[src/rtl/boot_rom_config.svh]
`ifndef BOOT_ROM_CONFIG_SVH
`define BOOT_ROM_CONFIG_SVH

// Byte address of the boot image inside the SPI NOR flash.
`define BOOT_ROM_FLASH_BASE 24'h100000

// Default bank address width.
// 14 bits give 16K words per bank and a 32K-word image over both banks.
`define BOOT_ROM_BANK_AW 14

// SPI NOR READ command.
// It takes a 24-bit byte address and has no dummy cycles.
`define BOOT_ROM_READ_OP 8'h03

`endif
[src/rtl/boot_rom_pkg.sv]
package boot_rom_pkg;

  // Instruction word, also the unit fetched from the flash.
  typedef logic [15:0] word_t;

  // Byte address on the SPI flash.
  typedef logic [23:0] flash_addr_t;

  // Processor fetch address, in words.
  typedef logic [15:0] cpu_addr_t;

endpackage

[src/rtl/rom_bank_ctrl.sv]
`timescale 1ns/1ps
`include "boot_rom_config.svh"

module rom_bank_ctrl #(
  parameter int bank_aw = `BOOT_ROM_BANK_AW
) (
  input  logic                      clk,
  input  logic                      rst,
  input  boot_rom_pkg::cpu_addr_t   address,
  output boot_rom_pkg::word_t       instruction,
  output logic                      ready,
  output logic                      fetch_en,
  output boot_rom_pkg::flash_addr_t flash_addr,
  input  logic                      word_valid,
  input  boot_rom_pkg::word_t       flash_word,
  output logic [bank_aw-1:0]        bank_addr,
  output boot_rom_pkg::word_t       wdata,
  output logic                      we,
  output logic                      cs_lo,
  output logic                      cs_hi,
  input  boot_rom_pkg::word_t       rdata_lo,
  input  boot_rom_pkg::word_t       rdata_hi
);

  localparam int idx_w = bank_aw + 2;  // One spare bit so the index can reach the image size.
  localparam logic [idx_w-1:0] img_words = idx_w'(2) << bank_aw;

  logic [idx_w-1:0] wr_idx;    // Words copied so far.
  logic             loading;
  logic             sel_now;   // Bank picked for this cycle's access.
  logic             sel_q;     // Bank whose read data arrives this cycle.

  assign loading  = wr_idx < img_words;
  assign ready    = !loading;
  assign fetch_en = loading;  // Dropping this parks the flash interface.

  // Two bytes per word, so the byte offset is the index shifted by one.
  assign flash_addr = `BOOT_ROM_FLASH_BASE +
                      boot_rom_pkg::flash_addr_t'({wr_idx[bank_aw:0], 1'b0});

  // The copy owns the banks until the image is complete.
  assign sel_now   = loading ? wr_idx[bank_aw] : address[bank_aw];
  assign bank_addr = loading ? wr_idx[bank_aw-1:0] : address[bank_aw-1:0];
  assign cs_lo     = !sel_now;
  assign cs_hi     = sel_now;

  assign wdata = flash_word;
  assign we    = loading && word_valid;

  // Match the bank read latency with the select from the previous cycle.
  assign instruction = loading ? '0 : (sel_q ? rdata_hi : rdata_lo);

  always_ff @(posedge clk) begin
    if (rst) begin
      wr_idx <= '0;
      sel_q  <= 1'b0;
    end else begin
      if (we) begin
        wr_idx <= wr_idx + idx_w'(1);
      end
      sel_q <= sel_now;
    end
  end

endmodule

[config.mk]
export PLATFORM = sky130hd
export DESIGN_NAME = rom_bank_ctrl
export DESIGN_NICKNAME = d
export VERILOG_FILES = /design/src/rtl/boot_rom_pkg.sv /design/src/rtl/rom_bank_ctrl.sv
export VERILOG_INCLUDE_DIRS = /design/src /design/src/rtl
export SDC_FILE = /design/constraint.sdc
export NUM_CORES = 1
export LEC_CHECK = 0
export BUFFER_PORTS_ARGS = -buffer_cell sky130_fd_sc_hd__buf_2
export CORE_MARGIN = 2
export CORE_UTILIZATION = 37
export DETAILED_ROUTE_END_ITERATION = 6
export PLACE_DENSITY = 0.82
export SKIP_CTS_REPAIR_TIMING = 1
export SLEW_MARGIN = 10
export SYNTH_ARGS = -nofsm -noshare
export SYNTH_HDL_FRONTEND = slang
export SYNTH_SLANG_ARGS = --single-unit
[constraint.sdc]
create_clock -name clk -period 1.6 [get_ports clk]
set_input_delay 0.08 -clock clk [delete_from_list [all_inputs] [get_ports clk]]
set_output_delay 0.08 -clock clk [all_outputs]
set_load 0.02 [all_outputs]
# After elaboration in Yosys (flattened, before gate mapping)
# Index checks and enable logic that the tools add are counted.
# word_totals
reg_bits	17
in_bits	67
out_inout_bits	75
# op_classes
add_sub_neg	2
n_lt_le_gt_ge	1
mux	4
reduce_logical	3
# op_table
cell	count
$mux W16	2
$add A21 B16 Y22 const A	1
$add A16 B1 Y16 const B	1
$lt A16 B16 Y1 const B	1
$mux W14	1
$logic_not A1 Y1	2
$logic_and A1 B1 Y1	1
$mux W1	1

# Logic depth before layout (Yosys ltp)
# Gate-level depths: netlist (run 1).
# depth
ltp_word	3
depth_mapped	5
mapped_depth_nobuf	4

# Worst setup path after synthesis (run 1)
# No wires, ideal clock.
# synth_timing
kind	register to register
from	reg wr_idx[2]
to	reg wr_idx[11]
setup_time_ns	0.121
t_arrival_ns	1.505
slack_ns	-0.026
path_stages_with_launch	6
path_cell_list	dfxtp_1 clkbuf_2 nand3_1 buf_4 nor4_1 mux2_2
# synth_via
elab_chain_cells	2
word_cells_on_any_way	3
classes_between	1 x add/sub; 1 x order compare; 1 x reduce/logical
# synth_lines
element	line_no	rtl
from (decl)	rom_bank_ctrl.sv:28	logic [idx_w-1:0] wr_idx;
from (signal assigned)	rom_bank_ctrl.sv:59	wr_idx <= wr_idx + idx_w'(1);
$lt A16 B16 Y1	rom_bank_ctrl.sv:33	assign loading = wr_idx < img_words;
$logic_and A1 B1 Y1	rom_bank_ctrl.sv:48	assign we = loading && word_valid;
# Parallel ways exist; a longest one is shown, timed or not.
# A chain may end at the register's enable or synchronous reset.

# Final worst setup path (run 1)
# layout_timing
from	reg wr_idx[15]
to	out bank_addr[4]
# layout_via
elab_chain_cells	2
# layout_lines
element	line_no	rtl
$lt A16 B16 Y1	rom_bank_ctrl.sv:33	
$mux W14	rom_bank_ctrl.sv:43	assign bank_addr = loading ? wr_idx[bank_aw-1:0] : address[bank_aw-1:0];
to (decl)	rom_bank_ctrl.sv:16	output logic [bank_aw-1:0] bank_addr,
# No other way between the ends.

==> reports/qor.yml, run 1 <==
global_route:
  busiest_layer: "met2"
  grt_util_met1: 0.179
  grt_pass1_wl_mm: 5.65
  antenna_found_initial: 0
  use_met2: 0.299
  grt_remaining_overflow: 0
  grt_use_met3: 0.0152
  grtUsageTotal: 0.162
  grt_max_degree: 23
  first_global_vias: 1380
sta:
  min_period_ns: 1.54
  hold_viol: 0
  holdWs_ns: 0.129
  clock.fmax_ghz: 0.648
  slew_viol_final: 0
  setup_tns_ns: 0
  rsz0062_at_grt: "no"
  setup_viol: 0
  min_period_over_period: 0.965
  finClkSkew_ns: 0.00616
cells_and_area:
  finalNetCount: 334
  synthToLayoutAreaGrowth_pct: 36.3
  fill_cells: 371
  drive_above_1_share: 0.540
  final_core_util: 0.532
  antenna_cells: 0
setup_path:
  crit_required_ns: 1.52
  r2r_slack_ns: 0.13
  worst_setup_path_end_kind: "output port"
  crit_slowest_cell: "mux2_2"
  path_max_fanout: 14
  startpoint_type: "flop"
  critPathMaxStageDelay_ns: 0.34
  cp_cell_sequence: "buf_4 -> buf_6 -> mux2_2 -> buf_2"
  critPathKind: "flop to output port"
  worst-endpoint-arrival_ns: 1.46
floorplan:
  die_y_microns: 66.9
  core_region_area_sq_mm: 0.00374
  initial_core_util: 0.391
  rows: 22
  die_x_microns: 66.9
  die_area_sq_mm: 0.00447
  ios: 142
logic_synthesis:
  synth_area_leader_cell: "dfxtp_1"
  syn-cell-area_sq_mm: 0.00146
  yosys-top-cells-area: "dfxtp_1 23%, buf_4 13%, mux2_2 13%, mux2i_1 13%, nor2_1 6.2%"
  synth_commonest_cells: "26 x buf_4, 24 x nor2_1, 19 x mux2i_1"
  synth_edf_count: 0
  syn_avg_cell_area_sq_um: 8.41
  synth-async-reset-ratio: 0
  yosysWarnings: 0
  yosysMostFrequentCell: "buf_4"
  ys_seq_elements: 17
  synth_cell_type_count: 34
  synth-main-ff-cell: "dfxtp_1"
  ys_seq_area_frac: 0.233
  synthCells: 174
  synth_top_cell_area_share: 0.233
clock_network:
  cts_tree: "yes"
  htree_num_levels: 1
  clockBufferDepth: 2
  insertion_delay_ns: 0.25
  numCtsBuffers: 3
  cts.sinks: 17
  path_clk_slew_ns: 0.06
  clock-root-buffer: "clkbuf_8"
routing:
  totalWireLength_mm: 3.74
  wl_per_cell_microns: 11.9
  drt_pass1_iterations: 4
  avgViaCountPerCell: 4.96
  drt-initial-drc-count: 87
  drtAntennaViolNets: 0
  vias: 1554
  drc: 0
worst_hold_path:
  hp-class: "primary input to flop"
pwr:
  powerDensity_mw_per_mm2: 460
  p_total_uw: 918
  peakVddDrop_v: 0.000262
  power.leakage_nw: 1.01
status:
  outcome: "finished, final reports clean"
place:
  dpl.hpwl_mm: 2.95
  io_buffers: 99
  place_congestion: 0.792
flow_run:
  cap_violations: 0
-- stage by stage --
| step | instance area (sq um) | instances | setup slack [ns] |
|---|---|---|---|
| final | 1990 | 313 | 0.0560 |
| after global routing | 1990 | 313 | 0.00518 |
| after CTS | 1960 | 312 | -0.115 |
| after detailed placement | 1910 | 308 | 0.121 |
| after global placement | 1910 | 308 | 0.149 |
| after floorplan | 1490 | 181 | 0.00122 |
-- report_power, final --
group,internal (mW),total (mW),switching (mW)
logic,0.0784,0.166,0.0875
clock network,0.177,0.319,0.142
registers,0.429,0.433,0.00372
total,0.684,0.918,0.234
-- flip-flops by register name (all words and copies together) (netlist names) --
name,cells
wr_idx,16
sel_q,1
-- cells by family (layout without fill, tap and decap cells) --
| group | after synthesis | count (layout) | share of synthesized area |
|---|---|---|---|
| mux | 36 | 36 | 0.261 |
| simple gates | 62 | 62 | 0.240 |
| fa+ha+maj | 1 | 1 | 0.00855 |
| xor+xnor | 2 | 2 | 0.0120 |
| compound gates | 16 | 16 | 0.0693 |
| flops | 17 | 17 | 0.233 |
| buf+inv | 38 | 122 | 0.172 |
| other cells | 2 | 9 | 0.00513 |
-- layout by cell type (no fill, tap or decap), types with 4 or more instances in the layout --
master / count
buf_4: 13
a21oi_1: 7
mux2_2: 17
or4_1: 5
nor2_1: 24
mux2i_1: 19
nor4_1: 4
nand2_1: 6
o21ai_0: 4
o31ai_1: 4
buf_2: 99
nor2b_1: 4
conb_1: 9
dfxtp_1: 16
-- area by class of cell --
class / count / area (sq um) / share of cell area
Sequential cell: 17 / 342 / 0.171
Inverter: 4 / 18.8 / 0.00942
Tap cell: 48 / 60.1 / 0.0301
Timing Repair Buffer: 114 / 624 / 0.313
Multi-Input combinational cell: 126 / 903 / 0.453
Clock buffer: 4 / 45.0 / 0.0226
-- layer usage --
metal  wire (microns)  vias to the layer above
met3              262                       10
met5                0                        -
met4               84                        0
li1                 -                      764
met1             1480                      703
met2             1910                       77
-- path summary, 6_finish.rpt --
| kind | endpoint | depth (start not counted) | startpoint |
|---|---|---|---|
| max reg2reg | wr_idx[8] | 4 | wr_idx[15] |
| min | sel_q | 3 | address[14] |
| min reg2reg | wr_idx[8] | 2 | wr_idx[8] |
| max | bank_addr[4] | 4 | wr_idx[15] |
-- critical path, delay by kind of cell (launching register included) --
kind | cells | cell delay (ns)
mux | 1 | 0.34
buf+inv | 3 | 0.56
flops | 1 | 0.32
(Power assumes the default switching activity.)
==> inputs of run 2 (changes only) <==
CELL_PAD_IN_SITES_DETAIL_PLACEMENT = 1   (was unset)
CELL_PAD_IN_SITES_GLOBAL_PLACEMENT = 1   (was unset)
CORE_UTILIZATION = 24   (was 37)
==> reports/qor.yml, run 2 (synthesis gave the netlist of run 1 again) <==
status:
  outcome: "finished, final reports clean"
setup_path:
  critPathKind: "flop to output port"
  worst-endpoint-arrival_ns: 1.44
  startpoint_type: "flop"
  crit_required_ns: 1.52
  r2r_slack_ns: 0.12
  ff2ff_path_depth: 3
  path_max_fanout: 13
  worst_setup_path_end_kind: "output port"
place:
  place_congestion: 0.744
  dp_slack_ns: 0.0410
  dpl.hpwl_mm: 3.67
  io_buffers: 99
floorplan:
  die_y_microns: 82.1
  rows: 28
  die_x_microns: 82.1
  initial_core_util: 0.247
  ios: 142
  die_area_sq_mm: 0.00673
  core_region_area_sq_mm: 0.00592
cells_and_area:
  final_cell_mix: "100 x buf_2, 24 x nor2_1, 19 x mux2i_1"
  final_common_cell: "buf_2"
  synthToLayoutAreaGrowth_pct: 39.5
  reg_top3: "wr_idx: 16 flops, sel_q: 1 flops"
  antenna_cells: 0
  drive_above_1_share: 0.545
  largest_register_ffs: 16
  finalNetCount: 335
  regMostFlops: "wr_idx"
clock_network:
  htree_num_levels: 1
  cts_tree: "yes"
  cts.sinks: 17
  clock-root-buffer: "clkbuf_8"
  numCtsBuffers: 3
  clockBufferDepth: 2
  path_clk_slew_ns: 0.06
  insertion_delay_ns: 0.26
routing:
  drtAntennaViolNets: 0
  vias: 1570
  drt_pass1_iterations: 4
  wl_per_cell_microns: 13.4
  totalWireLength_mm: 4.57
  avgViaCountPerCell: 4.60
  drt-initial-drc-count: 60
  drc: 0
flow_run:
  cap_violations: 0
global_route:
  grt_remaining_overflow: 0
  grt_max_degree: 23
  antenna_found_initial: 0
  grt_pass1_wl_mm: 7.04
  grtUsageTotal: 0.136
  first_global_vias: 1507
sta:
  min_period_ns: 1.52
  finClkSkew_ns: 0.00479
  clock.fmax_ghz: 0.659
  setup_slack_ns: 0.0815
  hold_viol: 0
  setup_tns_ns: 0
  slew_viol_final: 0
  setup_viol: 0
  min_period_over_period: 0.949
pwr:
  p_total_uw: 927
  powerDensity_mw_per_mm2: 454
  peakVddDrop_v: 0.000277
  power.leakage_nw: 1.02
worst_hold_path:
  min_path_cells: 3
  hp-class: "primary input to flop"
==> run 2: cell types whose count changed in the layout (fill, tap and decap cells not counted), sizes merged <==
cell / before / now
buf: 114 / 115
==> run 2: final cells by class <==
class	instances	area, sq um
Sequential cell	17	343
Clock buffer	4	45.0
Fill cell	748	3880
Inverter	4	18.8
Tap cell	75	93.8
Multi-Input combinational cell	126	903
Timing Repair Buffer	115	637
==> run 2: worst paths after layout <==
check / startpoint / end
worst max-delay path: wr_idx[15] / bank_addr[12]
worst min-delay path: address[14] / sel_q
worst max register to register: wr_idx[5] / wr_idx[15]
worst min register to register: wr_idx[8] / wr_idx[8]
==> run 2: worst max-delay path, cell delays in order (launching register included) <==
cell	delay, ns
dfxtp_1	0.36
buf_6	0.16
buf_8	0.15
mux2_2	0.34
buf_2	0.16
==> run 2: metrics by stage <==
| step | instance area (sq um) | hold slack, ns | std cells | util |
|---|---|---|---|---|
| 6_report | 2040 | 0.148 | 341 | 0.345 |
| 5_1_grt | 2040 | 0.160 | 341 | 0.345 |
| 4_1_cts | 1990 | 0.152 | 338 | 0.335 |
| 3_5_place_dp | 1940 | 0.160 | 334 | 0.328 |
| 3_3_place_gp | 1940 | 0.160 | 334 | 0.328 |
| 2_1_floorplan | 1490 | 0.273 | 181 | - |
==> run 2: power by group <==
group,internal [mW],switching [mW]
clock,0.177,0.151
combinational,0.0776,0.0889
sequential,0.429,0.00407
total,0.684,0.244
==> run 2: layer usage <==
layer  track usage  vias to the layer above  wire length [microns]
met5             0                        -                      0
met4        0.0450                        0                     48
met3        0.0242                        5                    311
met2         0.247                       72                   2470
met1         0.159                      730                   1740
li1              -                      763                      -
==> inputs of run 3 (changes only) <==
GPL_TIMING_DRIVEN = 0   (was unset)
==> reports/qor.yml, run 3 (synthesis gave the netlist of run 1 again) <==
status:
  outcome: "finished, final reports clean"
cells_and_area:
  regMostFlops: "wr_idx"
  finalNetCount: 369
  final_core_util: 0.387
  final_common_cell: "buf_2"
  drive_above_1_share: 0.633
  antenna_cells: 0
  design_area_sq_mm: 0.00229
  reg_top3: "wr_idx: 16 flops, sel_q: 1 flops"
  largest_register_ffs: 16
  synthToLayoutAreaGrowth_pct: 56.7
  final_cell_mix: "117 x buf_2, 28 x buf_4, 24 x nor2_1"
pwr:
  p_switching_uw: 289
  swShare: 0.284
  p_comb_frac: 0.248
  pwr-share-clk: 0.323
  intPower_uw: 730
  powerDensity_mw_per_mm2: 445
  power.leakage_nw: 1.16
  peakVddDrop_v: 0.000222
  pwr-share-seq: 0.429
clock_network:
  cts.sinks: 17
  numCtsBuffers: 3
  cts_tree: "yes"
  path_clk_slew_ns: 0.06
  insertion_delay_ns: 0.26
  clockBufferDepth: 2
  clock-root-buffer: "clkbuf_8"
  htree_num_levels: 1
place:
  dpl.hpwl_mm: 4.07
  place_congestion: 0.769
  io_buffers: 115
  post_dp_cell_area_sq_mm: 0.00216
sta:
  min_period_ns: 1.53
  holdWs_ns: 0.134
  rsz0062_at_grt: "no"
  setup_viol: 0
  hold_viol: 0
  slew_viol_final: 0
  finClkSkew_ns: 0.0123
  clock.fmax_ghz: 0.653
  min_period_over_period: 0.957
routing:
  totalWireLength_mm: 4.95
  drt_pass1_iterations: 4
  avgViaCountPerCell: 4.66
  wl_per_cell_microns: 13.2
  vias: 1749
  drtAntennaViolNets: 0
  drt-initial-drc-count: 46
  drc: 0
global_route:
  grt_pass1_wl_mm: 7.34
  first_global_vias: 1651
  grtUsageTotal: 0.138
  grt_max_degree: 11
  grt_remaining_overflow: 0
  antenna_found_initial: 0
floorplan:
  die_x_microns: 82.1
  die_y_microns: 82.1
  core_region_area_sq_mm: 0.00592
  ios: 142
  initial_core_util: 0.247
  rows: 28
  die_area_sq_mm: 0.00673
setup_path:
  worst_setup_path_end_kind: "output port"
  crit_required_ns: 1.52
  worst-endpoint-arrival_ns: 1.45
  startpoint_type: "flop"
  path_max_fanout: 10
  critPathKind: "flop to output port"
  r2r_start: "wr_idx[8]"
  startpoint: "wr_idx[15]"
worst_hold_path:
  hp-class: "primary input to flop"
  min_from: "address[14]"
flow_run:
  cap_violations: 0
==> run 3: cell count changes in the layout (fill, tap and decap cells not counted), moves of 2 or more <==
| cell | previous run | this run |
|---|---|---|
| buf_2 | 100 | 117 |
| buf_4 | 12 | 28 |
| dfxtp_1 | 15 | 7 |
| dfxtp_2 | 2 | 8 |
| dfxtp_4 | 0 | 2 |
| nor4_1 | 4 | 1 |
| nor4_2 | 1 | 4 |
==> run 3: per-layer routing <==
metal,GRT usage,up-vias,share of wire
met5,0,-,0
met4,0.0483,0,0.0038
met3,0.0209,2,0.075
met2,0.264,83,0.55
met1,0.151,830,0.37
li1,-,834,-
==> run 3: critical path: stages (launching register included) <==
cell and delay (ns):
dfxtp_4 0.38, buf_8 0.16, buf_6 0.16, mux2_2 0.34
buf_2 0.16
==> run 3: layout make-up <==
cell class | instances | area (sq um)
fillers | 760 | 3630
multi-input cells | 126 | 943
repair buffers | 117 | 591
flip-flops and latches | 17 | 358
plain buffers | 32 | 243
well taps | 75 | 93.8
clock buffers | 4 | 45.0
inverters | 4 | 18.8
==> run 3: through the flow <==
step                      worst slack (ns)  TNS (ns)  std cells  total power [mW]
after global placement             -0.0634    -0.440        371             0.689
after floorplan                    0.00122         0        181             0.596
after CTS                           -0.391     -6.78        375              1.03
final                               0.0687         0        375              1.02
after detailed placement            -0.103     -1.07        371             0.699
after global routing               0.00677         0        375              1.08
==> run 3: power by group through the flow <==
stage               clock [mW]  combinational (mW)  sequential (mW)
floorplan                    0               0.144            0.451
global placement             0               0.244            0.446
detailed placement           0               0.253            0.446
CTS                      0.338               0.254            0.437
global route             0.358               0.281            0.439
finish                   0.329               0.253            0.438
==> run 3: path summary, 6_finish.rpt <==
path,cells after the start,endpoint,slack (ns)
worst max-delay path,4,bank_addr[8],0.07
worst min-delay path,3,sel_q,0.13
worst max register to register,3,wr_idx[15],0.07
worst min register to register,2,wr_idx[7],0.53
