`config.mk`:
```
export PLATFORM = sky130hd
export DESIGN_NAME = spi_flash_reader
export DESIGN_NICKNAME = d
export VERILOG_FILES = /design/src/rtl/boot_rom_pkg.sv /design/src/rtl/spi_flash_reader.sv
export VERILOG_INCLUDE_DIRS = /design/src /design/src/rtl
export SDC_FILE = /design/constraint.sdc
export NUM_CORES = 1
export LEC_CHECK = 0
export BUFFER_PORTS_ARGS = -buffer_cell sky130_fd_sc_hd__buf_2
export CAP_MARGIN = 0
export CORE_MARGIN = 1.5
export CORE_UTILIZATION = 53
export CTS_CLUSTER_DIAMETER = 60
export DETAILED_ROUTE_END_ITERATION = 12
export GPL_TIMING_DRIVEN = 0
export PLACE_DENSITY = 0.9
export REMOVE_ABC_BUFFERS = 1
export SYNTH_ARGS = -nofsm -noshare
export SYNTH_HDL_FRONTEND = slang
export SYNTH_SLANG_ARGS = --single-unit
```
`constraint.sdc`:
```
create_clock -name clk -period 3.25 [get_ports clk]
set_input_delay 0.325 -clock clk [delete_from_list [all_inputs] [get_ports clk]]
set_output_delay 0.325 -clock clk [all_outputs]
set_load 0.02 [all_outputs]
```
`src/rtl/boot_rom_config.svh`:
```
`ifndef BOOT_ROM_CONFIG_SVH
`define BOOT_ROM_CONFIG_SVH

// Byte address of the boot image inside the SPI NOR flash.
`define BOOT_ROM_FLASH_BASE 24'h100000

// Default bank address width.
// 14 bits give 16K words per bank and a 32K-word image over both banks.
`define BOOT_ROM_BANK_AW 14

// SPI NOR READ command.
// It takes a 24-bit byte address and has no dummy cycles.
`define BOOT_ROM_READ_OP 8'h03

`endif
```
`src/rtl/boot_rom_pkg.sv`:
```
package boot_rom_pkg;

  // Instruction word, also the unit fetched from the flash.
  typedef logic [15:0] word_t;

  // Byte address on the SPI flash.
  typedef logic [23:0] flash_addr_t;

  // Processor fetch address, in words.
  typedef logic [15:0] cpu_addr_t;

endpackage

```
`src/rtl/spi_flash_reader.sv`:
```
`timescale 1ns/1ps
`include "boot_rom_config.svh"

module spi_flash_reader (
  input  logic                      clk,
  input  logic                      rst,
  input  logic                      fetch_en,
  input  boot_rom_pkg::flash_addr_t flash_addr,
  output logic                      word_valid,
  output boot_rom_pkg::word_t       flash_word,
  output logic                      spi_cs,
  output logic                      spi_sclk,
  output logic                      spi_mosi,
  input  logic                      spi_miso
);

  // One step per byte on the wire, plus a final step that hands out the word.
  localparam logic [2:0] st_opcode   = 3'd0;
  localparam logic [2:0] st_addr_hi  = 3'd1;
  localparam logic [2:0] st_addr_mid = 3'd2;
  localparam logic [2:0] st_addr_lo  = 3'd3;
  localparam logic [2:0] st_data_hi  = 3'd4;
  localparam logic [2:0] st_data_lo  = 3'd5;
  localparam logic [2:0] st_done     = 3'd6;

  logic [7:0] shift_buf;  // Outgoing bits leave at the top, incoming enter at the bottom.
  logic [3:0] bit_cnt;    // Bits still to move in the current byte.
  logic [2:0] state;

  always_ff @(posedge clk) begin
    word_valid <= 1'b0;  // Pulse lasts a single cycle.

    // The cycle after a word goes out, cs returns high so every word gets its own command.
    if (rst || word_valid || !fetch_en) begin
      spi_cs   <= 1'b1;
      spi_sclk <= 1'b1;  // Clock parks high between commands.
      spi_mosi <= 1'b0;
      bit_cnt  <= 4'd0;
      state    <= st_opcode;
    end else begin
      spi_cs <= 1'b0;

      if (bit_cnt != 4'd0) begin
        if (spi_sclk) begin
          spi_sclk <= 1'b0;
          spi_mosi <= shift_buf[7];  // Launch on the falling edge.
        end else begin
          spi_sclk  <= 1'b1;
          shift_buf <= {shift_buf[6:0], spi_miso};  // Flash data is valid at the rising edge.
          bit_cnt   <= bit_cnt - 4'd1;
        end
      end else begin
        // Setup cycle between bytes.
        case (state)
          st_opcode: begin
            shift_buf <= `BOOT_ROM_READ_OP;
            bit_cnt   <= 4'd8;
            state     <= st_addr_hi;
          end
          st_addr_hi: begin
            shift_buf <= flash_addr[23:16];
            bit_cnt   <= 4'd8;
            state     <= st_addr_mid;
          end
          st_addr_mid: begin
            shift_buf <= flash_addr[15:8];
            bit_cnt   <= 4'd8;
            state     <= st_addr_lo;
          end
          st_addr_lo: begin
            shift_buf <= flash_addr[7:0];
            bit_cnt   <= 4'd8;
            state     <= st_data_hi;
          end
          st_data_hi: begin
            shift_buf <= 8'h00;  // Keeps mosi low while the flash talks.
            bit_cnt   <= 4'd8;
            state     <= st_data_lo;
          end
          st_data_lo: begin
            flash_word[15:8] <= shift_buf;  // High byte comes first.
            bit_cnt          <= 4'd8;
            state            <= st_done;
          end
          st_done: begin
            flash_word[7:0] <= shift_buf;
            word_valid      <= 1'b1;
          end
          default: begin
            state <= st_opcode;
          end
        endcase
      end
    end
  end

endmodule

```
Word level (Yosys, flattened, before mapping)
Cells that the tools add are included.
Operators by class
  $add $sub $neg: 1
  reduce and logical (&&, ||, !) cells: 15
  equal/unequal tests: 7
  bitwise logic cells: 3
  multiplexer cells: 10
Operators by type and width (number)
  $pmux 8 s5: 1
  $pmux 3 s7: 1
  $mux 8: 2
  $mux 4: 3
  $eq 3x3->1 const B: 3
  $reduce_and 3->1: 3
  $eq 3x2->1 const B: 2
  $reduce_and 2->1: 3
  $reduce_bool 6->1: 1
  $reduce_or 6->1: 1
  $reduce_bool 4->1: 1
  $sub 4x1->4 const B: 1
  $eq 3x1->1 const B: 1
  $logic_not 3->1: 1
  $mux 1: 3
  $not 1->1: 3
  $logic_or 1x1->1: 2
  $ne 2x2->1 const B: 1
  $reduce_bool 2->1: 1
  $reduce_or 2->1: 1
  $logic_not 1->1: 1
Storage, ports and cells
  register bits after elaboration: 35
  output and inout bits: 20
  input bits: 28
  logic and storage cells: 45

Depth between registers and ports, before layout
Gate-level depths: netlist of the first run.
  depth after elaboration: 4
  mapped depth: 5

Worst setup path after synthesis of the first run
OpenSTA, ideal clock, no wires.
  kind: reg-to-reg
  start point: register bit_cnt[0]
  end point: register flash_word[10], enable pin
  setup time: 383 ps
  data arrival time: 1743 ps
  stages on the path, launching flop included: 4
  required time: 2867 ps
  setup slack: 1124 ps
  cells stage by stage: dfxtp_1 > nor4_1 > nand3_1 > nor3_1
Between the ends
  cells in the longest elaborated chain, start to end: 3
RTL lines
  start, declared: line spi_flash_reader.sv:27  | logic [3:0] bit_cnt;
  start signal, assigned: line spi_flash_reader.sv:50  | bit_cnt <= bit_cnt - 4'd1;
  $reduce_bool 4->1: line spi_flash_reader.sv:43  | if (bit_cnt != 4'd0) begin
  $not 1->1 (no source line)
  $reduce_and 3->1 (no source line)
  end signal, assigned: line spi_flash_reader.sv:81  | flash_word[15:8] <= shift_buf;
  end, declared: line spi_flash_reader.sv:10  | output boot_rom_pkg::word_t flash_word,
Every way passes these cells.
A chain may end at the register's enable or synchronous reset.

Worst setup path in the final report of the first run
  start point: register bit_cnt[0]
  end point: register flash_word[11], enable pin
The elaborated chain is that of the path after synthesis.

==> results of run 1 <==
## cells in the final DEF (no fill, tap or decap), types with 2 or more instances in the layout
master / instances
sky130_fd_sc_hd__nor3_1: 2
sky130_fd_sc_hd__nand2_1: 9
sky130_fd_sc_hd__or3_1: 2
sky130_fd_sc_hd__nor2b_1: 3
sky130_fd_sc_hd__nor2_1: 5
sky130_fd_sc_hd__a2111oi_0: 2
sky130_fd_sc_hd__a22o_1: 6
sky130_fd_sc_hd__a21oi_1: 7
sky130_fd_sc_hd__or4_1: 2
sky130_fd_sc_hd__o2bb2ai_1: 6
sky130_fd_sc_hd__dfxtp_1: 11
sky130_fd_sc_hd__o31ai_1: 5
sky130_fd_sc_hd__buf_2: 47
sky130_fd_sc_hd__inv_1: 2
sky130_fd_sc_hd__clkbuf_4: 5
sky130_fd_sc_hd__nand3_1: 3
sky130_fd_sc_hd__o21ai_0: 4
sky130_fd_sc_hd__edfxtp_1: 24
sky130_fd_sc_hd__mux2i_1: 7
## synth_stat cells
cell	count
sky130_fd_sc_hd__nand2b_1	1
sky130_fd_sc_hd__nor3b_1	1
sky130_fd_sc_hd__nor4_1	1
sky130_fd_sc_hd__a2111oi_0	2
sky130_fd_sc_hd__dfxtp_1	11
sky130_fd_sc_hd__or3_1	2
sky130_fd_sc_hd__nand3b_1	1
sky130_fd_sc_hd__inv_1	2
sky130_fd_sc_hd__nand2_1	9
sky130_fd_sc_hd__or4_1	2
sky130_fd_sc_hd__o31ai_1	5
sky130_fd_sc_hd__or3b_2	1
sky130_fd_sc_hd__nor2_1	5
sky130_fd_sc_hd__nor2b_1	3
sky130_fd_sc_hd__edfxtp_1	24
sky130_fd_sc_hd__a21oi_1	7
sky130_fd_sc_hd__clkinv_1	1
sky130_fd_sc_hd__clkbuf_1	5
sky130_fd_sc_hd__nand3_1	3
sky130_fd_sc_hd__buf_2	1
sky130_fd_sc_hd__nor3_1	2
sky130_fd_sc_hd__o41a_1	1
sky130_fd_sc_hd__a22o_1	6
sky130_fd_sc_hd__o21ai_0	4
sky130_fd_sc_hd__a311oi_1	1
sky130_fd_sc_hd__mux2i_1	7
sky130_fd_sc_hd__o2bb2ai_1	6
## metal layers
layer	vias up	GRT usage, %
li1	539	-
met5	-	0
met1	511	29.2
met4	0	11.8
met2	55	34.3
met3	6	8.33
## worst max-delay path, delay by kind of cell, from the launching register on
family / cells / cell delay, ps
flip-flops: 1 / 390
AND/OR/NAND/NOR: 3 / 1920
## logic make-up (layout without fill, tap and decap cells)
family,count (synthesis),after routing,synth area share (%)
multiplexers,7,7,4.86
flip-flops,35,35,65.3
AO/OA/AOI/OAI,32,32,16.3
buffers and inverters,9,58,2.43
AND/OR/NAND/NOR,31,31,11.1
## sequential cells by signal, summed over array words and instances (netlist names)
signal	cells
bit_cnt	4
flash_word	16
shift_buf	8
spi_cs	1
spi_mosi	1
spi_sclk	1
state	3
word_valid	1
## area by class of cell
cell class / count / area, µm²
clock inverters: 2 / 35.0
well taps: 30 / 37.5
inverters: 3 / 11.3
multi-input cells: 70 / 465
fillers: 178 / 746
repair buffers: 47 / 235
clock buffers: 6 / 51.3
flip-flops and latches: 35 / 941
## how the worst min path moves through the flow
stage	from	end	slack, ps	depth (start not counted)
global route	rst	spi_sclk	260	3
CTS	rst	spi_sclk	240	3
detailed placement	shift_buf[7]	flash_word[7]	480	0
finish	rst	spi_sclk	240	3
floorplan	shift_buf[7]	flash_word[15]	440	0
global placement	shift_buf[4]	flash_word[12]	460	0
## where the power goes
group | internal, mW | switching (mW) | leakage (nW)
registers | 0.487 | 0.0107 | 0.308
clock network | 0.182 | 0.143 | 0.0482
logic | 0.0306 | 0.0343 | 0.311
## metrics by stage
step | instance area [µm²] | utilization (%)
final | 1780 | 70.4
after global placement | 1690 | 67.0
after global routing | 1780 | 70.4
after detailed placement | 1690 | 67.0
after CTS | 1780 | 70.4
after floorplan | 1420 | -
==> results.md, run 1 <==
- The final cell count without fillers is 193.
- The flow ran to the end, and the final reports show no timing, DRC or antenna violations.
- The number of placed cells counting well taps is 185.
- After clock tree synthesis, the repair step resized 0 gates.
- Data on the critical path arrives at its endpoint at 2650 ps.
- TritonCTS built the clock tree.
- The length of routed met3 wiring is 249 µm.
- The type of the tightest min-delay check is input pin to register.
- In this design, the stage delay of the slowest critical-path cell is 930 ps.
- The via count of the first global-routing pass is 1001.
- The sequential area share after synthesis is 65.3%.
- The routed length per placed instance is 15.7 µm.
- The required arrival time at the worst endpoint is 3210 ps.
- The number of cell instances on the worst register-to-register path is 3.
- Relative to the synthesized area, the layout overhead comes to 23.3%.
- The final total negative setup slack is 0 ps.
- The clock latency at the later pin of the worst-skew pair is 340 ps.
- Measured along the y axis, the die boundary spans 55.2 µm.
- The highest routing layer actually used is met4.
- The post-detailed-placement half-perimeter wirelength is 2190 µm.
- The residual antenna-violating net count after detailed routing is 0.
- The count of final hold-check violations was 0.
- The cell type with the highest aggregate area in the netlist is sky130_fd_sc_hd__edfxtp_1.
- The quantity of hold-fixing buffers added after cts is 0.
- The length of routed wiring on met1 is 1230 µm.
- Walking the worst path, the cells encountered are nor4_1 -> nand3_1 -> nor3_1.
- Counting flops and latches in the post-synthesis netlist gives 35.
- The effective utilization at floorplan is 57.1%.
- The net total in the final layout is 190.
- For this design the top-level I/O count stands at 48.
- The critical path in this run is classified as register to register.
- The synthesized area per cell is 12.6 µm².
- The worst relative slew slack is 15.0%.
- In this run, CTS created clock tree buffers numbering 5.
- Setup repair after global routing left no endpoint under its margin.
- In this run the static leakage power is 0.667 nW.
- Prior to clock tree synthesis, the placed netlist has a worst setup slack of 632 ps.
- The first global-routing pass estimated 4680 µm of wire.
- The largest fanout on the critical path is 8.
- 0 antenna diodes ended up in the layout.
- The wire length after detailed routing is 3020 µm.
- The power density over the cells is 499 nW/µm².
- The number of slew-limit violations in the final report is 0.
- The number of remaining DRC errors is 0.
- The leftover overflow at the end of global routing is 0.
- After layout, the worst setup slack is 555 ps.
- Measured along the x axis, the die boundary spans 55.2 µm.
- The routed design uses 1500 µm of met2 wire.
- The distinct cell type count after synthesis is 27.
- The number of warnings printed during yosys synthesis is 0.
- The maximum number of pins on one net before global-route repair is 18.
- In the global route stage, overall resource usage came out at 22.9%.
- In this run the tool buffered the top-level ports with 47 buffer cells.
- The tightest hold path in the finished design has a slack of 240 ps.
- The number of antenna violations at the first check in global routing is 0.
- The detailed-route vias per instance is 5.76.
- Of the available clock period, the critical path in the final layout requires 82.9%.
- The worst setup path is captured at a register.
- Total power for the finished layout comes to 0.887 mW.
- The first TritonRoute pass finished after 7 iterations.
- The post-synthesis instance total is 114.
- The H-tree generated during clock tree synthesis spans 2 levels.
- The worst-case clock skew is 10.1 ps.
- The reg-to-reg setup timing slack is 550 ps.
- Of the cells placed in the final design, the portion with a size suffix greater than 1 is 34.4%.
- The die covers 3040 µm².
- Yosys attributes the largest share of cell area to sky130_fd_sc_hd__edfxtp_1, sky130_fd_sc_hd__dfxtp_1, sky130_fd_sc_hd__mux2i_1, sky130_fd_sc_hd__a22o_1, sky130_fd_sc_hd__o2bb2ai_1.
- The startpoint kind of the worst setup timing path is a register.
- The maximum buffer depth of the clock tree is 2.
- Counting I/O delays and the setup requirement, the final critical path takes 2700 ps.
- The achievable frequency is 371 MHz.
- The maximum resistive drop on vdd is 0.402 mV.
- The via count is 1111.
- The cell area after synthesis is 1440 µm².
- The beginning of the critical path is bit_cnt[0].
- In this run the clock root is driven by a sky130_fd_sc_hd__clkbuf_4.
- The count of max-cap constraint violations is 0.
- The reg-to-reg endpoint is flash_word[11].
- In this run, the number of DRC markers left after iteration 0 of detailed routing was 46.
- The critical-path cell with the highest stage delay is sky130_fd_sc_hd__nor3_1.
- The worst-margin pin slew is 1270 ps.
- Clock tree synthesis found a total of 35 sinks.
- The reg-to-reg critical path startpoint is bit_cnt[0].
- The final setup violation count is 0.
- The total number of placement rows is 18.
- The portion of synthesized cell area occupied by the leading cell type is 50.0%.
- The post-CTS repair timing setup buffer count is 0.
- The core region is 2520 µm².
- The most critical setup path has its endpoint at flash_word[11].
- The congestion estimate from routability-driven global placement came to 0.849.
- After clock tree synthesis, the clock-pin slew on the worst setup and hold paths is 110 ps.
No activity file was read; power rests on OpenSTA's default activity.
==> run 2, diff against run 1 <==
--- a/config.mk
+++ b/config.mk
@@ -9,11 +9,11 @@
 export BUFFER_PORTS_ARGS = -buffer_cell sky130_fd_sc_hd__buf_2
 export CAP_MARGIN = 0
 export CORE_MARGIN = 1.5
-export CORE_UTILIZATION = 53
+export CORE_UTILIZATION = 44
 export CTS_CLUSTER_DIAMETER = 60
 export DETAILED_ROUTE_END_ITERATION = 12
 export GPL_TIMING_DRIVEN = 0
-export PLACE_DENSITY = 0.9
+export PLACE_DENSITY = 0.81
 export REMOVE_ABC_BUFFERS = 1
 export SYNTH_ARGS = -nofsm -noshare
 export SYNTH_HDL_FRONTEND = slang
==> constraint.sdc (replaced) <==
create_clock -name clk -period 2.45 [get_ports clk]
set_input_delay 0.245 -clock clk [delete_from_list [all_inputs] [get_ports clk]]
set_output_delay 0.245 -clock clk [all_outputs]
set_load 0.02 [all_outputs]
==> run 2 against run 1 <==
  * Setup slack worse by 210 ps
  * Sequential share of layout area up 0.075 points
  * Register-to-register slack got worse by 210 ps
  * Clock skew decreased by 2.9 ps
  * Critical path type unchanged
==> results.md, run 2 (synthesis results as in run 1) <==
- The worst slack after detailed placement is -133 ps.
- The net total in the final layout is 190.
- Counting the buffers created by CTS gives 5.
- The register with the most flip-flops in the layout has 16 of them.
- Cells with a size suffix above 1 make up 34.4% of the layout.
- The achievable frequency is 474 MHz.
- The later pin in the worst-skew pair is clocked with a latency of 330 ps.
- Setup repair after global routing left no endpoint under its margin.
- The critical-path cell with the highest stage delay is sky130_fd_sc_hd__nor2_1.
- The type of the tightest min-delay check is input pin to register.
- During placement, the flow inserted port buffers numbering 47.
- The die extent in x is 60.2 µm.
- The total track usage is 16.7%.
- In this run the deepest clock path goes through 2 buffers.
- The count of final hold-check violations is 0.
- The final cell count without fillers is 207.
- The clock tree root driver cell is sky130_fd_sc_hd__clkbuf_4.
- Counting every sink on the clock net gives 35.
- The floorplan step defined a die boundary enclosing 3630 µm².
- The total number of placement rows is 20.
- The wire length after detailed routing is 2710 µm.
- The setup slack after layout is 340 ps.
- The startpoint kind of the worst setup timing path is a register.
- Leaving out fill and tap cells, the most frequent cells in the layout are sky130_fd_sc_hd__buf_2, sky130_fd_sc_hd__edfxtp_1, sky130_fd_sc_hd__dfxtp_1.
- The flow ran to the end, and the final reports show no timing, DRC or antenna violations.
- The number of slew-limit violations in the final report came to 0.
- The post-CTS repair timing setup buffer count is 0.
- In this run the power density over the cells is 574 nW/µm².
- The number of remaining DRC errors is 0.
- The I/O pin count is 48.
- The CTS clock-pin slew for the worst setup and hold paths is 100 ps.
- The register with the most flip-flops is flash_word.
- The number of antenna cells inserted is 0.
- TritonCTS built the clock tree.
- The worst pin sits at a relative slew slack of 54.4%.
- The final estimated routing congestion in global placement is 0.728.
- The number of antenna violations at the first check in global routing was 0.
- The synthesis-to-finish area growth is 23.1%.
- Once detail routing completed, the nets flagged for antenna violations numbered 0.
- The clock period minus final worst setup slack is 2110 ps.
- VDD sags by at most 0.190 mV.
- Of all nets on the critical path, the largest fanout is 8.
- The number of violations reported at the end of detailed-routing iteration 0 is 36.
- The signal arrival time at the worst endpoint is 2070 ps.
- The worst setup path is captured at a register.
- The final cycle utilization of the critical path is 86.1%.
- The worst hold slack across all endpoints is 157 ps.
- The number of placed cells counting well taps is 199.
- For this run, the slowest stage of the critical path takes 570 ps.
- In the routed layout, each cell is associated on average with a via count of 5.33.
- The total overflow left after global routing is 0.
- Setup violations remaining at the end of the flow were counted as 0.
- The largest registers in the layout are flash_word (16), shift_buf (8), bit_cnt (4).
- After detailed routing, the average wire length per cell comes to 13.1 µm.
- The wire length of the first global-routing pass is 4250 µm.
- The count of max-cap constraint violations is 0.
- The die is 60.2 µm tall.
- The floorplan core area is 3080 µm².
- Counting both buffers and inverters, the worst setup path holds a total of 0.
- The maximum number of pins on one net before global-route repair is 18.
- The via count of the first global-routing pass is 941.
- STA puts the critical path data required time at 2410 ps.
- Summed over all nets, the half-perimeter wirelength after detailed placement is 2000 µm.
- The signal on the critical path passes through nor4_2 -> nand3_1 -> nor2_1.
- The effective utilization at floorplan is 46.8%.
- The number of fillers in the final layout is 262.
- Across the routed clock network, the largest skew measured is 7.25 ps.
- The detailed-routing iteration count for the pre-antenna-repair pass is 4.
- The critical path is of the register to register type.
- The worst-margin pin slew is 683 ps.
- The number of H-tree branching levels is 2.
- The analysis attributes to cell leakage a power of 0.650 nW.
- The detailed router placed 1103 vias in this run.
- Leaving out fill and tap cells, the most frequent cell in the layout is sky130_fd_sc_hd__buf_2.
- The kind of cell with the highest combined delay on the critical path is simple AND/OR/NAND/NOR gates.
run 2: stage by stage:
| stage | utilization, % | area, µm² | total power [mW] | TNS, ps |
|---|---|---|---|---|
| after global routing | 57.6 | 1770 | 1.06 | 0 |
| after CTS | 57.2 | 1760 | 1.03 | 0 |
| after global placement | 55.5 | 1710 | 0.752 | -686 |
| final | 57.6 | 1770 | 1.02 | 0 |
| after floorplan | - | 1420 | 0.719 | 0 |
| after detailed placement | 55.5 | 1710 | 0.756 | -1060 |
run 2: report_power, final:
group	internal, mW	switching [mW]
clock	0.106	0.167
combinational	0.0412	0.0442
sequential	0.646	0.0138
total	0.793	0.225
run 2: timing repair:
item | in CTS | in global routing
setup endpoints to repair | 8 | 24
hold buffers | 0 | 0
hold endpoints to repair | 0 | 0
gates resized for setup | 1 | 2
run 2: area by class of cell:
class | instances | area, µm² | area share, %
multi-input combinational | 70 | 483 | 27.2
timing repair buffer | 47 | 235 | 13.3
tap | 44 | 55.1 | 3.10
clock buffer | 6 | 41.3 | 2.33
sequential | 35 | 941 | 53.0
inverter | 3 | 11.3 | 0.635
clock inverter | 2 | 7.51 | 0.423
run 2: worst reg2reg max path, delay by kind of cell, from the launching register on:
kind / cells / cell delay [ps]
AND/OR/NAND/NOR: 3 / 1360
flip-flops: 1 / 390
run 2: layer usage:
metal	global-route usage [%]	share of wire [%]	up-vias
met5	0	0	-
met4	11.1	2.2	0
met3	5.84	6.7	7
li1	-	-	542
met1	19.3	39	505
met2	25.9	52	49
run 2: path summary, 6_finish.rpt:
path / start / to / slack [ps] / depth (start not counted)
setup / recovery: bit_cnt[0] / flash_word[1] / 340 / 3
hold reg to reg: shift_buf[4] / flash_word[12] / 490 / 0
setup reg to reg: bit_cnt[0] / flash_word[1] / 340 / 3
hold / removal: rst / spi_sclk / 160 / 3
==> run 3, diff against run 2 <==
--- a/config.mk
+++ b/config.mk
@@ -6,14 +6,15 @@
 export SDC_FILE = /design/constraint.sdc
 export NUM_CORES = 1
 export LEC_CHECK = 0
+export ABC_AREA = 1
 export BUFFER_PORTS_ARGS = -buffer_cell sky130_fd_sc_hd__buf_2
 export CAP_MARGIN = 0
 export CORE_MARGIN = 1.5
-export CORE_UTILIZATION = 44
+export CORE_UTILIZATION = 53
 export CTS_CLUSTER_DIAMETER = 60
 export DETAILED_ROUTE_END_ITERATION = 12
 export GPL_TIMING_DRIVEN = 0
-export PLACE_DENSITY = 0.81
+export PLACE_DENSITY = 0.9
 export REMOVE_ABC_BUFFERS = 1
 export SYNTH_ARGS = -nofsm -noshare
 export SYNTH_HDL_FRONTEND = slang
==> constraint.sdc (replaced) <==
create_clock -name clk -period 2.5 [get_ports clk]
set_input_delay 0.25 -clock clk [delete_from_list [all_inputs] [get_ports clk]]
set_output_delay 0.25 -clock clk [all_outputs]
set_load 0.02 [all_outputs]
==> run 3 against run 2 <==
  * Clock skew increased by 0.83 ps
  * Clock power increased by 16%
  * Setup slack improved by 220 ps
  * Largest power group unchanged
  * Highest routed layer unchanged
==> results.md, run 3 <==
- The flow ran to the end, and the final reports show no timing, DRC or antenna violations.
- The wire length after detailed routing is 3040 µm.
- The number of slew-limit violations in the final report was 0.
- The final estimated routing congestion in global placement is 0.897.
- Buffers inserted during clock tree synthesis total 5.
- The cell sitting at the root of the clock tree is a sky130_fd_sc_hd__clkbuf_4.
- In the final layout, the registers with the most flip-flops are flash_word (16), shift_buf (8), bit_cnt (4).
- The register with the most flip-flops in the layout has 16 of them.
- The cell type with the highest aggregate area in the netlist is sky130_fd_sc_hd__edfxtp_1.
- In this run the worst setup path begins at state[2].
- In this run the critical register-to-register path is launched from state[2].
- The net total in the final layout is 236.
- The start point of the worst hold path is spi_miso.
- The clock period minus final worst setup slack is 1940 ps.
- The power density over the cells is 602 nW/µm².
- Across the run, the number of max-cap violations was 0.
- The total number of placement rows is 19.
- The count of final hold-check violations is 0.
- After synthesis, the netlist uses 19 different library cells.
- Of all nets on the critical path, the largest fanout is 8.
- The die covers 3150 µm².
- The leading register cell type out of synthesis is sky130_fd_sc_hd__edfxtp_1.
- Setup violations remaining at the end of the flow were counted as 0.
- The die is 56.1 µm tall.
- The register with the most flip-flops is flash_word.
- STA puts the critical path data arrival time at 1910 ps.
- The placed standard-cell area is 1760 µm².
- In the global route stage, met1 resource usage came out at 26.0%.
- Setup repair after global routing left no endpoint under its margin.
- Timing would allow up to 516 MHz.
- In this run the count of I/O pins placed on the die edge is 48.
- The number of fillers in the final layout is 222.
- Leaving out fill and tap cells, the most frequent cell in the layout is sky130_fd_sc_hd__nand2_1.
- The worst hold slack across all endpoints is 209 ps.
- The first global-routing pass estimated 5160 µm of wire.
- The count of nets left with antenna violations once routing finished came out at 0.
- The H-tree was split into 2 levels.
- The leftover overflow at the end of global routing is 0.
- The min-delay analysis places its worst path in the category input pin to register.
- The post-detailed-placement half-perimeter wirelength is 2260 µm.
- After clock tree synthesis, the clock-pin slew on the worst setup and hold paths is 100 ps.
- The tree built by TritonCTS fans out to 35 sinks.
- The maximum resistive drop on vdd is 0.546 mV.
- The top cell types in the final layout, fill and taps aside, are sky130_fd_sc_hd__nand2_1, sky130_fd_sc_hd__buf_2, sky130_fd_sc_hd__edfxtp_1.
- After the first detailed-routing iteration, the DRC count stood at 42.
- The worst-margin pin slew is 957 ps.
- The quantity of gates resized following cts is 0.
- For this configuration, the core starts out at a cell density of 55.1%.
- Counting flops with a built-in enable in the synthesized netlist gives 24.
- The startpoint kind of the worst setup timing path is a register.
- The post-route netlist has 31.6% of its cells at a drive strength greater than 1.
- The number of antenna violations at the first check in global routing is 0.
- The critical path capture point type is a register.
- The maximum number of pins on one net before global-route repair is 17.
- In the routed design, unresolved DRC markers number 0.
- The met3 global-route usage is 5.81%.
- The via count is 1250.
- By area the synthesized netlist is led by sky130_fd_sc_hd__edfxtp_1, sky130_fd_sc_hd__dfxtp_1, sky130_fd_sc_hd__nand2_1, sky130_fd_sc_hd__nand3_1, sky130_fd_sc_hd__nor2_1.
- The sequential area share after synthesis is 63.0%.
- The clock passes through at most 2 buffers.
- The final cycle utilization of the critical path is 77.5%.
- The synthesis-to-finish area growth is 21.9%.
- After clock tree synthesis, the flow added hold-fix buffers numbering 0.
- The TritonCTS clock tree is done.
- The number of antenna cells inserted is 0.
- The floorplan core area is 2710 µm².
- The worst relative slew slack is 35.7%.
- Global routing used 22.0% of the available tracks across all layers.
- Once layout is done, the placed cells without fillers occupy 1820 µm².
- The via count of the first global-routing pass is 1161.
- The post-CTS repair timing setup buffer count is 0.
- In this run the cell area of the synthesized design comes to 1490 µm².
- Summed over all cells, the static leakage comes to 0.784 nW.
- The worst setup path is of the register to register kind.
- The met2 capacity usage during global routing is 36.5%.
- The number of warnings printed during yosys synthesis is 0.
- The die extent in x is 56.1 µm.
- The number of synthesized register bits is 35.
- The total chip power is 1.10 mW.
- After detailed routing, the average wire length per cell comes to 12.7 µm.
- Across the routed clock network, the largest skew measured is 8.08 ps.
- The most common cell in the synthesized netlist is sky130_fd_sc_hd__nand2_1.
- The detailed-route vias per instance is 5.21.
- The synthesized area per cell is 9.58 µm².
- The final total negative setup slack is 0 ps.
- The required arrival time at the worst endpoint is 2470 ps.
- The clock latency at the later pin of the worst-skew pair is 340 ps.
- By count the netlist is led by sky130_fd_sc_hd__nand2_1, sky130_fd_sc_hd__edfxtp_1, sky130_fd_sc_hd__nand3_1.
- In this run the biggest area consumer among cell types represents 48.2% of the synthesized area.
- For this run, asynchronously set or reset flops after synthesis account for 0%.
- The number of port buffers is 47.
- The post-synthesis instance total is 156.
- The detailed-routing iteration count for the pre-antenna-repair pass is 4.
- met2 is the most crowded layer.
-- run 3: cell types whose count changed after synthesis, sizes merged, moves of 6 or more --
| cell | previous run | this run |
|---|---|---|
| nand3 | 3 | 13 |
| a22o | 6 | 0 |
| nand2 | 9 | 59 |
| o2bb2ai | 6 | 0 |
| inv | 2 | 10 |
| mux2i | 7 | 0 |
| nor2 | 5 | 16 |
-- run 3: where the power goes --
part	leakage, nW	switching, mW	internal (mW)
Combinational	0.441	0.0776	0.0445
Clock	0.0353	0.182	0.136
Sequential	0.308	0.0157	0.641
Total	0.784	0.276	0.821
-- run 3: area by class of cell --
class	count	area (µm²)	share of cell area, %
flip-flops and latches	35	941	51.6
multi-input cells	109	509	28.0
repair buffers	47	235	12.9
clock buffers	7	55.1	3.02
well taps	31	38.8	2.13
inverters	10	37.5	2.06
clock inverters	1	5.00	0.275
-- run 3: cells by family after synthesis --
logic type / count (synthesis) / synth area share (%)
and+or+nand+nor: 93 / 27.7
DFF: 35 / 63.0
AOI/OAI and AO/OA: 16 / 5.53
buffers and inverters: 12 / 3.77
-- run 3: metal layers --
layer  share of wire (%)  routed length, µm
met1                  39               1170
met2                  52               1570
met3                 7.3                222
met4                 2.3                 71
met5                   0                  0
-- run 3: worst max-delay path, stage by stage (launching register included) --
cell                      delay (ps)
sky130_fd_sc_hd__dfxtp_1         510
sky130_fd_sc_hd__inv_1           190
sky130_fd_sc_hd__nor4_2          870
-- run 3: path summary, 6_finish.rpt --
path	endpoint	slack (ps)	cells past startpoint
max	flash_word[6]	560	2
min	shift_buf[0]	210	3
max reg2reg	flash_word[6]	560	2
min reg2reg	bit_cnt[3]	470	2
-- run 3: stage by stage --
step,setup WS [ps],util (%),cells
floorplan,552,-,154
global placement,83.3,64.5,232
detailed placement,534,65.0,232
CTS,526,67.2,240
global route,367,67.2,240
finish,563,67.2,240
